--- src/verilog/exec_pkg.sv ---
// Shared types, function codes and instruction fields for the integer execute stage.
// Every module refers to these through exec_pkg:: scoped names.
// The function codes are this core's own numbering and not Alpha encodings.

`default_nettype none

package exec_pkg;

	typedef logic [63:0] word_t; // operand and result word.
	typedef logic [6:0] prf_tag_t; // physical register tag.
	typedef logic [4:0] rob_idx_t; // reorder buffer slot.
	typedef logic [31:0] inst_t;

	// function field encodings
	typedef enum logic [6:0] {
		ADDQ   = 7'h20,
		SUBQ   = 7'h21,
		CMPEQ  = 7'h28,
		CMPULT = 7'h29,
		CMPULE = 7'h2a,
		CMPLT  = 7'h2b,
		CMPLE  = 7'h2c,
		AND    = 7'h30,
		BIC    = 7'h31,
		BIS    = 7'h32,
		ORNOT  = 7'h33,
		XOR    = 7'h34,
		EQV    = 7'h35,
		SRL    = 7'h38,
		SLL    = 7'h39,
		SRA    = 7'h3a,
		MULQ   = 7'h40 // only code routed to the multiplier.
	} func_e;

	// instruction word layout
	localparam int FUNC_LSB = 5;
	localparam int FUNC_MSB = 11;
	localparam int LIT_FLAG_BIT = 12; // second operand is the literal.
	localparam int LIT_LSB = 13;
	localparam int LIT_MSB = 20;

	// result returned for a function code outside the list
	localparam word_t POISON_WORD = 64'hdead_beef_baad_beef;

endpackage

`default_nettype wire

--- src/verilog/cdb_arbiter.sv ---
// Completion arbiter driving the registered result broadcast bus.
// Multiplier results always take the bus; ALU results wait in an in-order
// queue and leave on cycles without a multiplier result.
// q_room_o stays high while at least two queue slots are free.

`timescale 1ns/1ns
`default_nettype none

module cdb_arbiter #(
	parameter int ALU_Q_DEPTH = 4
) (
	input  wire                     clk,
	input  wire                     rst,
	input  wire                     alu_done_i,
	input  wire exec_pkg::word_t    alu_value_i,
	input  wire exec_pkg::prf_tag_t alu_tag_i,
	input  wire exec_pkg::rob_idx_t alu_rob_i,
	input  wire                     mul_done_i,
	input  wire exec_pkg::word_t    mul_value_i,
	input  wire exec_pkg::prf_tag_t mul_tag_i,
	input  wire exec_pkg::rob_idx_t mul_rob_i,
	output logic                    q_room_o,
	output logic                    cdb_valid_o,
	output exec_pkg::word_t         cdb_value_o,
	output exec_pkg::prf_tag_t      cdb_tag_o,
	output exec_pkg::rob_idx_t      cdb_rob_idx_o
);

	localparam int PTR_W = $clog2(ALU_Q_DEPTH);
	localparam int CNT_W = PTR_W + 1;
	localparam logic [CNT_W-1:0] ROOM_LIMIT = CNT_W'(ALU_Q_DEPTH - 2);

	exec_pkg::word_t q_value [ALU_Q_DEPTH];
	exec_pkg::prf_tag_t q_tag [ALU_Q_DEPTH];
	exec_pkg::rob_idx_t q_rob [ALU_Q_DEPTH];
	logic [PTR_W-1:0] wr_ptr;
	logic [PTR_W-1:0] rd_ptr;
	logic [CNT_W-1:0] count;
	logic q_empty;
	logic bypass;
	logic wr_en;
	logic rd_en;

	assign q_empty = count == '0;
	assign bypass = q_empty && alu_done_i && !mul_done_i; // straight to the bus.
	assign wr_en = alu_done_i && !bypass;
	assign rd_en = !q_empty && !mul_done_i;
	assign q_room_o = count <= ROOM_LIMIT;

	always_ff @(posedge clk) begin
		if (rst) begin
			wr_ptr <= '0;
			rd_ptr <= '0;
			count <= '0;
		end else begin
			if (wr_en) wr_ptr <= wr_ptr + PTR_W'(1); // wraps, depth is a power of two.
			if (rd_en) rd_ptr <= rd_ptr + PTR_W'(1);
			case ({wr_en, rd_en})
				2'b10: count <= count + CNT_W'(1);
				2'b01: count <= count - CNT_W'(1);
				default: count <= count;
			endcase
		end
	end

	always_ff @(posedge clk) begin
		if (wr_en) begin
			q_value[wr_ptr] <= alu_value_i;
			q_tag[wr_ptr] <= alu_tag_i;
			q_rob[wr_ptr] <= alu_rob_i;
		end
	end

	always_ff @(posedge clk) begin
		if (rst) begin
			cdb_valid_o <= 1'b0;
		end else begin
			cdb_valid_o <= mul_done_i || rd_en || bypass;
		end
	end

	// multiplier first, then the queue head, then a fresh ALU result
	always_ff @(posedge clk) begin
		if (mul_done_i) begin
			cdb_value_o <= mul_value_i;
			cdb_tag_o <= mul_tag_i;
			cdb_rob_idx_o <= mul_rob_i;
		end else if (rd_en) begin
			cdb_value_o <= q_value[rd_ptr];
			cdb_tag_o <= q_tag[rd_ptr];
			cdb_rob_idx_o <= q_rob[rd_ptr];
		end else if (bypass) begin
			cdb_value_o <= alu_value_i;
			cdb_tag_o <= alu_tag_i;
			cdb_rob_idx_o <= alu_rob_i;
		end
	end

endmodule

`default_nettype wire

--- config.mk ---
export PLATFORM = sky130hd
export DESIGN_NAME = cdb_arbiter
export DESIGN_NICKNAME = d
export VERILOG_FILES = /design/src/verilog/exec_pkg.sv /design/src/verilog/cdb_arbiter.sv
export SDC_FILE = /design/constraint.sdc
export NUM_CORES = 1
export LEC_CHECK = 0
export BUFFER_PORTS_ARGS = -buffer_cell sky130_fd_sc_hd__buf_2
export CAP_MARGIN = 0
export CORE_ASPECT_RATIO = 1.2
export CORE_MARGIN = 1.5
export CORE_UTILIZATION = 50
export CTS_CLUSTER_DIAMETER = 150
export DETAILED_ROUTE_END_ITERATION = 12
export GPL_TIMING_DRIVEN = 0
export PLACE_DENSITY_LB_ADDON = 0.05
export SLEW_MARGIN = 20
export SYNTH_ARGS = -nofsm -noshare
export SYNTH_HDL_FRONTEND = slang
export SYNTH_SLANG_ARGS = --single-unit
--- constraint.sdc ---
create_clock -name clk -period 2.8 [get_ports clk]
set_input_delay 0.28 -clock clk [delete_from_list [all_inputs] [get_ports clk]]
set_output_delay 0.28 -clock clk [all_outputs]
set_load 0.05 [all_outputs]
==> results of run 1 <==
## how the worst min path moves through the flow
stage | endpoint | depth (start not counted) | slack, ns | from
after floorplan | q_rob[0][0] | 0 | 0.38 | alu_rob_i[0]
after global placement | register | 2 | 0.46 | rd_ptr[1]
after detailed placement | rd_ptr[1] | 2 | 0.48 | rd_ptr[1]
after CTS | q_value[3][25] | 1 | 0.0008 | alu_value_i[25]
after global routing | q_value[0][25] | 1 | 0.003 | alu_value_i[25]
final | q_value[3][21] | 1 | 0.02 | alu_value_i[21]
## critical path: cells and delay by family, from the launching register on
kind,cells,cell delay (ns)
and+or+nand+nor,3,0.73
adders and majority gates,2,0.53
DFF,1,0.52
buffers and inverters,4,0.43
xor gates and xnor gates,1,0.16
AOI/OAI and AO/OA,1,0.14
## registers in the layout (all words and copies together) (netlist names), named ones only
signal / flops
wr_ptr: 2
cdb_value_o: 64
count: 3
q_value: 256
cdb_valid_o: 1
q_rob: 20
cdb_tag_o: 7
cdb_rob_idx_o: 5
q_tag: 28
rd_ptr: 2
## placed cells by master, fill, tap and decap left out, drive strengths merged, types with 2 or more instances in the layout
cell / synthesis / routed
or3: 2 / 2
o21ai: 78 / 78
and3: 4 / 4
edfxtp: 380 / 380
mux4: 76 / 76
xor2: 2 / 2
nor2: 5 / 5
a21oi: 6 / 6
dfxtp: 10 / 10
ha: 5 / 5
clkinv: 0 / 12
bufinv: 0 / 4
a22oi: 76 / 76
inv: 83 / 83
clkbuf: 13 / 64
dlygate4sd3: 0 / 46
buf: 30 / 269
## final cells by class
| cell class | count | share of cell area, % |
|---|---|---|
| sequential | 390 | 61.9 |
| multi-input combinational | 266 | 16.4 |
| timing repair buffer | 285 | 9.51 |
| clock buffer | 51 | 5.67 |
| tap | 390 | 2.60 |
| inverter | 83 | 1.66 |
| buffer | 43 | 1.41 |
| clock inverter | 16 | 0.920 |
## layer usage
metal	GRT usage [%]	routed length, um	vias to the layer above
li1	-	-	3794
met1	26.2	12900	4148
met2	33.8	15600	232
met3	3.59	1690	49
met4	5.06	571	4
met5	0	27	-
## where the power goes
group          switching, mW  internal [mW]
sequential             0.270           7.70
clock                   2.05           3.03
combinational           4.09           1.88
## metrics by stage
stage               utilization (%)  instance area (sq um)  hold slack [ns]  setup slack, ns
floorplan                         -                  15200            0.379            0.445
global placement               56.7                  16900            0.464           -0.357
detailed placement             57.3                  17100            0.479            0.218
CTS                            63.0                  18800         0.000817            0.192
global route                   63.0                  18800          0.00339           0.0352
finish                         63.0                  18800           0.0201            0.214
## kinds of logic (layout without fill, tap and decap cells)
family | Yosys count | after routing | share of synthesized area [%]
flip-flops | 390 | 390 | 76.2
AND/OR/NAND/NOR | 18 | 18 | 0.813
adder cells (fa/ha/maj) | 6 | 6 | 0.542
XOR/XNOR | 3 | 3 | 0.173
multiplexers | 77 | 77 | 11.3
buffers and inverters | 126 | 478 | 3.78
AO/OA/AOI/OAI | 162 | 162 | 7.18
==> flow_metrics.py, run 1 <==
metrics = {
    "final_layout": {
        "area_growth_pct": 23.2,
        "layout.cells.non_filler": 1524,
        "post_route_cells_drive_above_1_share_pct": 37.0,
        "antenna_cells": 0,
        "multi_input_area_sq_um": 3080,
        "fill_cells": 2181,
        "fin_nets": 1271,
        "seq_area_sq_um": 11600,
    },
    "setup_path": {
        "r2r-start": "count[1]",
        "critPathRequiredTime_ns": 3.25,
        "crit_fanout": 10,
        "crit_start": "count[1]",
        "critical_path.startpoint_type": "register",
        "path_cells": "nor3_2 > or2_4 > buf_6 > buf_6 > inv_1 > ha_1 > inv_1 > fa_1 > xor2_1 > or3_1 > a21oi_1",
        "crit_type": "reg -> reg",
        "end_kind": "register",
        "arrival_ns": 3.03,
        "ff2ff_setup_slack_ns": 0.21,
        "ff2ff_path_depth": 11,
        "slowest_delay_ns": 0.52,
        "worst_path_max_delay_cell": "dfxtp_1",
        "r2r_end": "count[2]",
        "endpoint": "count[2]",
    },
    "cts": {
        "h-tree-depth": 2,
        "numCtsBuffers": 40,
        "cts_resized": 0,
        "cts_setup_buffers": 0,
        "ctsHoldBuffers": 46,
        "clockBufferDepth": 3,
        "clk_pin_slew_worst_paths_ns": 0.06,
        "clock-root-buffer": "clkbuf_16",
        "cts.sinks": 390,
        "clock_latency_ns": 0.51,
        "tritoncts": "done",
    },
    "placed_design": {
        "dpl.hpwl_um": 19500,
        "dp.cells": 1411,
        "gp_congestion": 0.705,
        "io_buffers": 232,
    },
    "synth": {
        "ys.flop_type": "edfxtp_1",
        "synth_area_per_cell_sq_um": 19.5,
        "synth_area_leaders": "edfxtp_1 (75%), mux4_2 (11%), a22oi_1 (3.7%), inv_1 (2.0%), o21ai_0 (1.6%)",
        "synth_top_area_cell": "edfxtp_1",
        "synth.most_common_cell": "edfxtp_1",
        "synth_nets": 944,
        "yosysWarnings": 0,
        "syn-instance-count": 782,
        "ys_types": 31,
        "synth_top_cell_area_share_pct": 74.9,
        "synth_edf_count": 380,
        "synth_seq_cells": 390,
        "yosys-top-cells-count": "edfxtp_1 (380), inv_1 (83), a22oi_1 (76), mux4_2 (76), o21ai_0 (48)",
        "yosysSeqAreaShare_pct": 76.2,
        "synthArstFlopShare_pct": 0,
        "synthesis.area_sq_um": 15200,
    },
    "timing": {
        "fin_skew_ns": 0.0188,
        "timing.fmax_mhz": 387,
        "min_period_ns": 2.59,
        "drv_slew": 0,
        "relSlewSlack_pct": 52.2,
        "min_period_over_period_pct": 92.4,
        "finalSetupViolCount": 0,
        "final_hold_viol_count": 0,
        "setup-tns-final_ns": 0,
        "rsz0062_at_grt": "false",
        "worst_slew_pin_slew_ns": 0.717,
    },
    "grt": {
        "grt_pass1_vias": 8513,
        "grt_start_max_net_pins": 43,
        "grt_pass1_wl_um": 47600,
        "gr-total-overflow": 0,
        "antenna_found_initial": 2,
        "grt_use_total_pct": 19.8,
    },
    "floorplanning": {
        "io_pins": 234,
        "fp.dieH_um": 194,
        "start_util_pct": 51.1,
        "dieArea_sq_um": 31500,
        "core_area_sq_um": 29800,
        "die_x_um": 162,
        "rows": 69,
    },
    "routing": {
        "vias": 8227,
        "wl_per_cell_um": 20.2,
        "postRouteAntennaNets": 0,
        "drc": 0,
        "dr.pass1.iters": 4,
        "viasPerCell": 5.40,
        "drt_first_iter_violations": 540,
        "drt_wl_total_um": 30700,
    },
    "power_and_ir_drop": {
        "total_power_mw": 19.0,
        "power_leakage_nw": 6.85,
        "power_density_nw_per_um2": 1010,
        "vdd_drop_max_mv": 0.588,
    },
    "job": {
        "max_cap_violations": 0,
    },
    "status": {
        "status": "complete, no violations",
    },
    "hold_path": {
        "worstHoldPathType": "in -> reg",
    },
}
No activity file was read; power rests on OpenSTA's default activity.
==> inputs of run 2 (changes only) <==
--- a/config.mk
+++ b/config.mk
@@ -5,6 +5,7 @@
 export SDC_FILE = /design/constraint.sdc
 export NUM_CORES = 1
 export LEC_CHECK = 0
+export ABC_AREA = 1
 export BUFFER_PORTS_ARGS = -buffer_cell sky130_fd_sc_hd__buf_2
 export CAP_MARGIN = 0
 export CORE_ASPECT_RATIO = 1.2
@@ -13,6 +14,7 @@
 export CTS_CLUSTER_DIAMETER = 150
 export DETAILED_ROUTE_END_ITERATION = 12
 export GPL_TIMING_DRIVEN = 0
+export MAX_ROUTING_LAYER = met4
 export PLACE_DENSITY_LB_ADDON = 0.05
 export SLEW_MARGIN = 20
 export SYNTH_ARGS = -nofsm -noshare
==> flow_metrics.py, run 2 <==
metrics = {
    "status": {
        "status": "complete, no violations",
    },
    "timing": {
        "min_period_ns": 2.65,
        "worst_slew_pin_slew_ns": 0.837,
        "timing.fmax_mhz": 377,
        "relSlewSlack_pct": 44.0,
        "final_hold_viol_count": 0,
        "min_period_over_period_pct": 94.7,
        "finalSetupViolCount": 0,
        "fin_skew_ns": 0.0164,
        "rsz0062_at_grt": "false",
        "setup-tns-final_ns": 0,
        "drv_slew": 0,
    },
    "floorplanning": {
        "fp.dieH_um": 201,
        "start_util_pct": 50.7,
        "core_area_sq_um": 32300,
        "dieArea_sq_um": 33800,
        "rows": 72,
        "die_x_um": 168,
        "io_pins": 234,
    },
    "grt": {
        "grt_start_max_net_pins": 37,
        "grt_use_total_pct": 26.6,
        "antenna_found_initial": 1,
        "grt_pass1_vias": 11871,
        "grt_pass1_wl_um": 65700,
        "gr-total-overflow": 0,
    },
    "cts": {
        "tritoncts": "done",
        "clk_pin_slew_worst_paths_ns": 0.06,
        "cts_setup_buffers": 0,
        "clockBufferDepth": 3,
        "h-tree-depth": 2,
        "numCtsBuffers": 41,
        "clock_latency_ns": 0.54,
        "clock-root-buffer": "clkbuf_16",
        "cts.sinks": 390,
    },
    "synth": {
        "yosysWarnings": 0,
        "synth.most_common_cell": "nand2_1",
        "synth_area_leaders": "edfxtp_1 (70%), nand2_1 (13%), nand3_1 (7.2%), nand4_1 (2.9%), inv_1 (2.1%)",
        "yosys-top-cells-count": "nand2_1 (546), edfxtp_1 (380), nand3_1 (234), inv_1 (93), nand4_1 (76)",
        "ys.flop_type": "edfxtp_1",
        "synth_seq_cells": 390,
        "synth_area_per_cell_sq_um": 11.2,
        "ys_types": 20,
        "synth_top_area_cell": "edfxtp_1",
        "yosysSeqAreaShare_pct": 71.1,
        "synth_top_cell_area_share_pct": 69.8,
        "synth_edf_count": 380,
        "syn-instance-count": 1462,
        "synthesis.area_sq_um": 16300,
        "synthArstFlopShare_pct": 0,
        "synth_nets": 1624,
    },
    "hold_path": {
        "worstHoldPathType": "in -> reg",
        "hold_path.startpoint": "alu_rob_i[4]",
        "holdPathStages": 1,
        "min_to": "q_rob[1][4]",
    },
    "routing": {
        "drt_wl_total_um": 43200,
        "postRouteAntennaNets": 0,
        "dr.pass1.iters": 5,
        "vias": 12063,
        "wl_per_cell_um": 19.1,
        "drt_first_iter_violations": 859,
        "drc": 0,
        "viasPerCell": 5.33,
    },
    "setup_path": {
        "ff2ff_setup_slack_ns": 0.15,
        "critPathRequiredTime_ns": 3.03,
        "critical_path.startpoint_type": "register",
        "crit_type": "reg -> reg",
        "r2r_end": "q_value[1][15]",
        "ff2ff_path_depth": 6,
        "crit_fanout": 20,
        "arrival_ns": 2.88,
        "r2r-start": "count[0]",
        "end_kind": "register",
    },
    "placed_design": {
        "gp_congestion": 0.809,
        "dpl.hpwl_um": 28000,
        "dpl_cell_area_sq_um": 18400,
        "dp.cells": 2116,
        "io_buffers": 232,
    },
    "final_layout": {
        "area_growth_pct": 24.5,
        "largest_reg_flops": 256,
        "fill_cells": 2600,
        "largest-register": "q_value",
        "fin_nets": 1985,
        "layout.cells.non_filler": 2264,
        "finalInstanceArea_sq_um": 20300,
        "post_route_cells_drive_above_1_share_pct": 20.3,
        "final_cell_mix": "nand2_1 (546), edfxtp_1 (380), buf_2 (282), nand3_1 (234), inv_1 (93)",
        "top_regs": "q_value: 256 flops, cdb_value_o: 64 flops, q_tag: 28 flops",
        "finalCoreUtilization_pct": 63.1,
        "final_common_cell": "nand2_1",
    },
    "power_and_ir_drop": {
        "power_density_nw_per_um2": 973,
        "total_power_mw": 19.8,
        "vdd_drop_max_mv": 0.606,
        "power_leakage_nw": 8.48,
    },
    "job": {
        "max_cap_violations": 0,
    },
}
==> run 2: cell types whose count changed in the layout (fill, tap and decap cells not counted), sizes merged, moves of 19 or more <==
cell,before,now
nand2,0,547
nand3,0,234
a22oi,76,0
mux4,76,0
nand4,0,76
o21ai,78,2
buf,269,315
dlygate4sd3,46,71
clkbuf,64,83
==> run 2: how the worst max path moves through the flow <==
stage | startpoint | end | slack, ns | cells after the start
after floorplan | mul_done_i | q_rob[0][0] | -0.41 | 5
after global placement | mul_done_i | q_value[1][29] | -2.49 | 5
after detailed placement | mul_done_i | q_value[1][29] | 0.04 | 7
after CTS | count[0] | q_value[1][15] | 0.15 | 6
after global routing | count[0] | q_value[1][15] | 0.03 | 6
final | count[0] | q_value[1][15] | 0.15 | 6
==> run 2: per-stage QoR <==
| stage | hold WS, ns | setup slack, ns |
|---|---|---|
| after detailed placement | 0.489 | 0.0437 |
| after floorplan | 0.358 | -0.414 |
| after global routing | 0.0131 | 0.0311 |
| after CTS | 0.00105 | 0.155 |
| after global placement | 0.489 | -2.49 |
| final | 0.00757 | 0.148 |
==> run 2: critical path, stage by stage, from the launching register on <==
cell and delay [ns]:
dfxtp_1 0.36, inv_2 0.19, nand3_1 0.28, nand2_1 0.30, nor2_4 0.72, buf_12 0.27
buf_16 0.20
==> run 2: timing repair <==
action                    CTS  global route
hold buffers               70             1
hold endpoints to repair  276             1
gates resized for setup     0             0
==> run 2: layout make-up <==
type	count	area, sq um	share of cell area [%]
flip-flops and latches	390	11600	57.1
multi-input cells	884	3920	19.2
repair buffers	318	2210	10.9
clock buffers	60	1150	5.65
well taps	407	509	2.50
plain buffers	91	483	2.37
inverters	97	364	1.79
clock inverters	16	103	0.504
diodes	1	2.50	0.0123
==> run 2: cells by family after synthesis <==
| group | Yosys count | share of synthesized area [%] |
|---|---|---|
| adders and majority gates | 6 | 0.505 |
| AOI/OAI and AO/OA | 8 | 0.245 |
| DFF | 390 | 71.1 |
| and+or+nand+nor | 870 | 23.0 |
| buffers and inverters | 188 | 5.18 |
==> run 2: power by group <==
part           total [mW]  switching [mW]  internal, mW
Clock                5.13            2.18          2.95
Combinational        6.79            5.11          1.68
Sequential           7.89           0.255          7.63
Total                19.8            7.55          12.3
==> run 2: per-layer routing <==
layer / up-vias / wire length [um] / global-route usage [%]
met5: - / 0 / -
met4: 0 / 1030 / 8.78
met3: 67 / 2590 / 3.65
met2: 432 / 21600 / 44.2
met1: 5806 / 18000 / 33.7
li1: 5758 / - / -
==> inputs of run 3 (changes only) <==
--- a/config.mk
+++ b/config.mk
@@ -15,7 +15,7 @@
 export DETAILED_ROUTE_END_ITERATION = 12
 export GPL_TIMING_DRIVEN = 0
 export MAX_ROUTING_LAYER = met4
-export PLACE_DENSITY_LB_ADDON = 0.05
+export PLACE_DENSITY_LB_ADDON = 0.25
 export SLEW_MARGIN = 20
 export SYNTH_ARGS = -nofsm -noshare
 export SYNTH_HDL_FRONTEND = slang
==> flow_metrics.py, run 3 (synthesized netlist as in run 2, its figures left out) <==
metrics = {
    "status": {
        "status": "complete, no violations",
    },
    "cts": {
        "clock_latency_ns": 0.53,
        "clockBufferDepth": 3,
        "tritoncts": "done",
        "h-tree-depth": 2,
        "clk_pin_slew_worst_paths_ns": 0.06,
        "clock-root-buffer": "clkbuf_16",
        "numCtsBuffers": 39,
        "cts.sinks": 390,
        "cts_resized": 0,
    },
    "routing": {
        "viasPerCell": 5.30,
        "drt_wl_total_um": 41200,
        "met3_length_um": 2770,
        "vias": 11865,
        "wl_per_cell_um": 18.4,
        "wl_met2_um": 20600,
        "dr.max_layer_used": "met4",
        "postRouteAntennaNets": 0,
        "dr.pass1.iters": 7,
        "drt-met1-wl_um": 16700,
        "drt_first_iter_violations": 1108,
        "drc": 0,
    },
    "final_layout": {
        "top_regs": "q_value: 256 flops, cdb_value_o: 64 flops, q_tag: 28 flops",
        "finalInstanceArea_sq_um": 20200,
        "fill_cells": 2541,
        "multi_input_area_sq_um": 3920,
        "final_cell_mix": "nand2_1 (546), edfxtp_1 (380), buf_2 (282), nand3_1 (234), inv_1 (93)",
        "final_common_cell": "nand2_1",
        "area_growth_pct": 23.3,
        "largest_reg_flops": 256,
        "seq_area_sq_um": 11600,
        "largest-register": "q_value",
        "post_route_cells_drive_above_1_share_pct": 20.9,
        "fin_nets": 1966,
    },
    "timing": {
        "min_period_over_period_pct": 90.5,
        "worst_slew_pin_slew_ns": 0.748,
        "rsz0062_at_grt": "false",
        "fin_skew_ns": 0.0261,
        "min_period_ns": 2.53,
        "drv_slew": 0,
        "finalSetupViolCount": 0,
        "relSlewSlack_pct": 50.0,
        "timing.fmax_mhz": 395,
        "final_hold_viol_count": 0,
        "whs_ns": 0.00772,
        "setup-tns-final_ns": 0,
    },
    "floorplanning": {
        "die_x_um": 168,
        "dieArea_sq_um": 33800,
        "start_util_pct": 50.7,
        "fp.dieH_um": 201,
        "core_area_sq_um": 32300,
        "io_pins": 234,
        "rows": 72,
    },
    "setup_path": {
        "critical_path.top_delay_family": "simple AND/OR/NAND/NOR gates",
        "endpoint": "q_value[3][18]",
        "path_cells": "inv_2 > nand3_1 > nand2_1 > nor2_4 > buf_12 > buf_16",
        "critical_path.startpoint_type": "register",
        "crit_start": "count[0]",
        "crit_cells": 6,
        "r2r_end": "q_value[3][18]",
        "end_kind": "register",
        "ff2ff_setup_slack_ns": 0.27,
        "crit_fanout": 20,
        "crit_type": "reg -> reg",
        "critPathRequiredTime_ns": 3.03,
        "ff2ff_path_depth": 6,
        "arrival_ns": 2.77,
        "r2r-start": "count[0]",
        "slowest_delay_ns": 0.66,
        "worst_path_max_delay_cell": "nor2_4",
        "worst-path-buf-inv": 3,
    },
    "power_and_ir_drop": {
        "clockPowerShare_pct": 25.9,
        "power_leakage_nw": 8.40,
        "switching_share_pct": 37.8,
        "combPwrFrac_pct": 34.0,
        "internal_power_mw": 12.2,
        "total_power_mw": 19.7,
        "seq_power_share_pct": 40.1,
        "power_density_nw_per_um2": 977,
        "p_sw_mw": 7.45,
        "vdd_drop_max_mv": 0.554,
    },
    "grt": {
        "gr-total-overflow": 0,
        "grt_pass1_wl_um": 63700,
        "grt_start_max_net_pins": 43,
        "antenna_found_initial": 1,
        "grt_pass1_vias": 11613,
        "grt_use_total_pct": 25.5,
    },
    "placed_design": {
        "gp_congestion": 0.808,
        "io_buffers": 232,
        "dpl_cell_area_sq_um": 18400,
        "dpl.hpwl_um": 26900,
    },
    "job": {
        "max_cap_violations": 0,
    },
    "hold_path": {
        "worstHoldPathType": "in -> reg",
    },
}
==> run 3: cell types whose count changed in the layout (fill, tap and decap cells not counted) <==
cell,previous run,this run
clkinv_2,5,10
dlygate4sd3_1,71,55
bufinv_16,1,3
buf_12,10,9
inv_6,2,0
clkinvlp_4,0,3
clkbuf_16,43,41
clkinv_1,8,4
clkinv_4,0,1
clkbuf_1,39,30
clkbuf_8,1,0
==> run 3: through the flow <==
stage / setup WS [ns] / util, % / cells
2_1_floorplan: -0.414 / - / 1462
3_3_place_gp: -2.34 / 55.9 / 2101
3_5_place_dp: 0.0914 / 56.9 / 2115
4_1_cts: 0.234 / 62.5 / 2239
5_1_grt: 0.134 / 62.5 / 2240
6_report: 0.266 / 62.5 / 2240
==> run 3: what timing repair did <==
action                                 4_1_cts  5_1_grt
hold buffers                                55        0
setup buffers                                0        0
endpoints found under the hold margin      209        0
==> run 3: cell type report <==
class	instances	area share, %
clock inverters	21	0.925
plain buffers	91	2.40
diodes	1	0.0124
flip-flops and latches	390	57.6
repair buffers	301	10.1
well taps	407	2.53
inverters	97	1.81
multi-input cells	884	19.4
clock buffers	48	5.22
==> run 3: layer usage <==
metal / track usage, % / up-vias
li1: - / 5711
met1: 32.0 / 5590
met2: 42.4 / 491
met3: 3.49 / 73
met4: 9.27 / 0
met5: - / -
==> run 3: how the worst min path moves through the flow <==
stage                         start              to  slack, ns  depth (start not counted)
floorplan                       rst        register       0.36                          1
global placement          rd_ptr[1]       rd_ptr[1]       0.49                          2
detailed placement              rst        register       0.51                          2
CTS                 alu_value_i[45]  q_value[3][45]     0.0007                          1
global route        alu_value_i[51]  q_value[2][51]      0.004                          1
finish              alu_value_i[16]  q_value[0][16]      0.008                          1
==> run 3: power by group through the flow <==
stage               registers [mW]  clock network [mW]  logic, mW
floorplan                     9.93                   0       2.67
global placement              8.09                   0       6.37
detailed placement            8.01                   0       6.64
CTS                           7.90                5.13       6.73
global route                  7.98                5.35       7.25
finish                        7.90                5.10       6.69
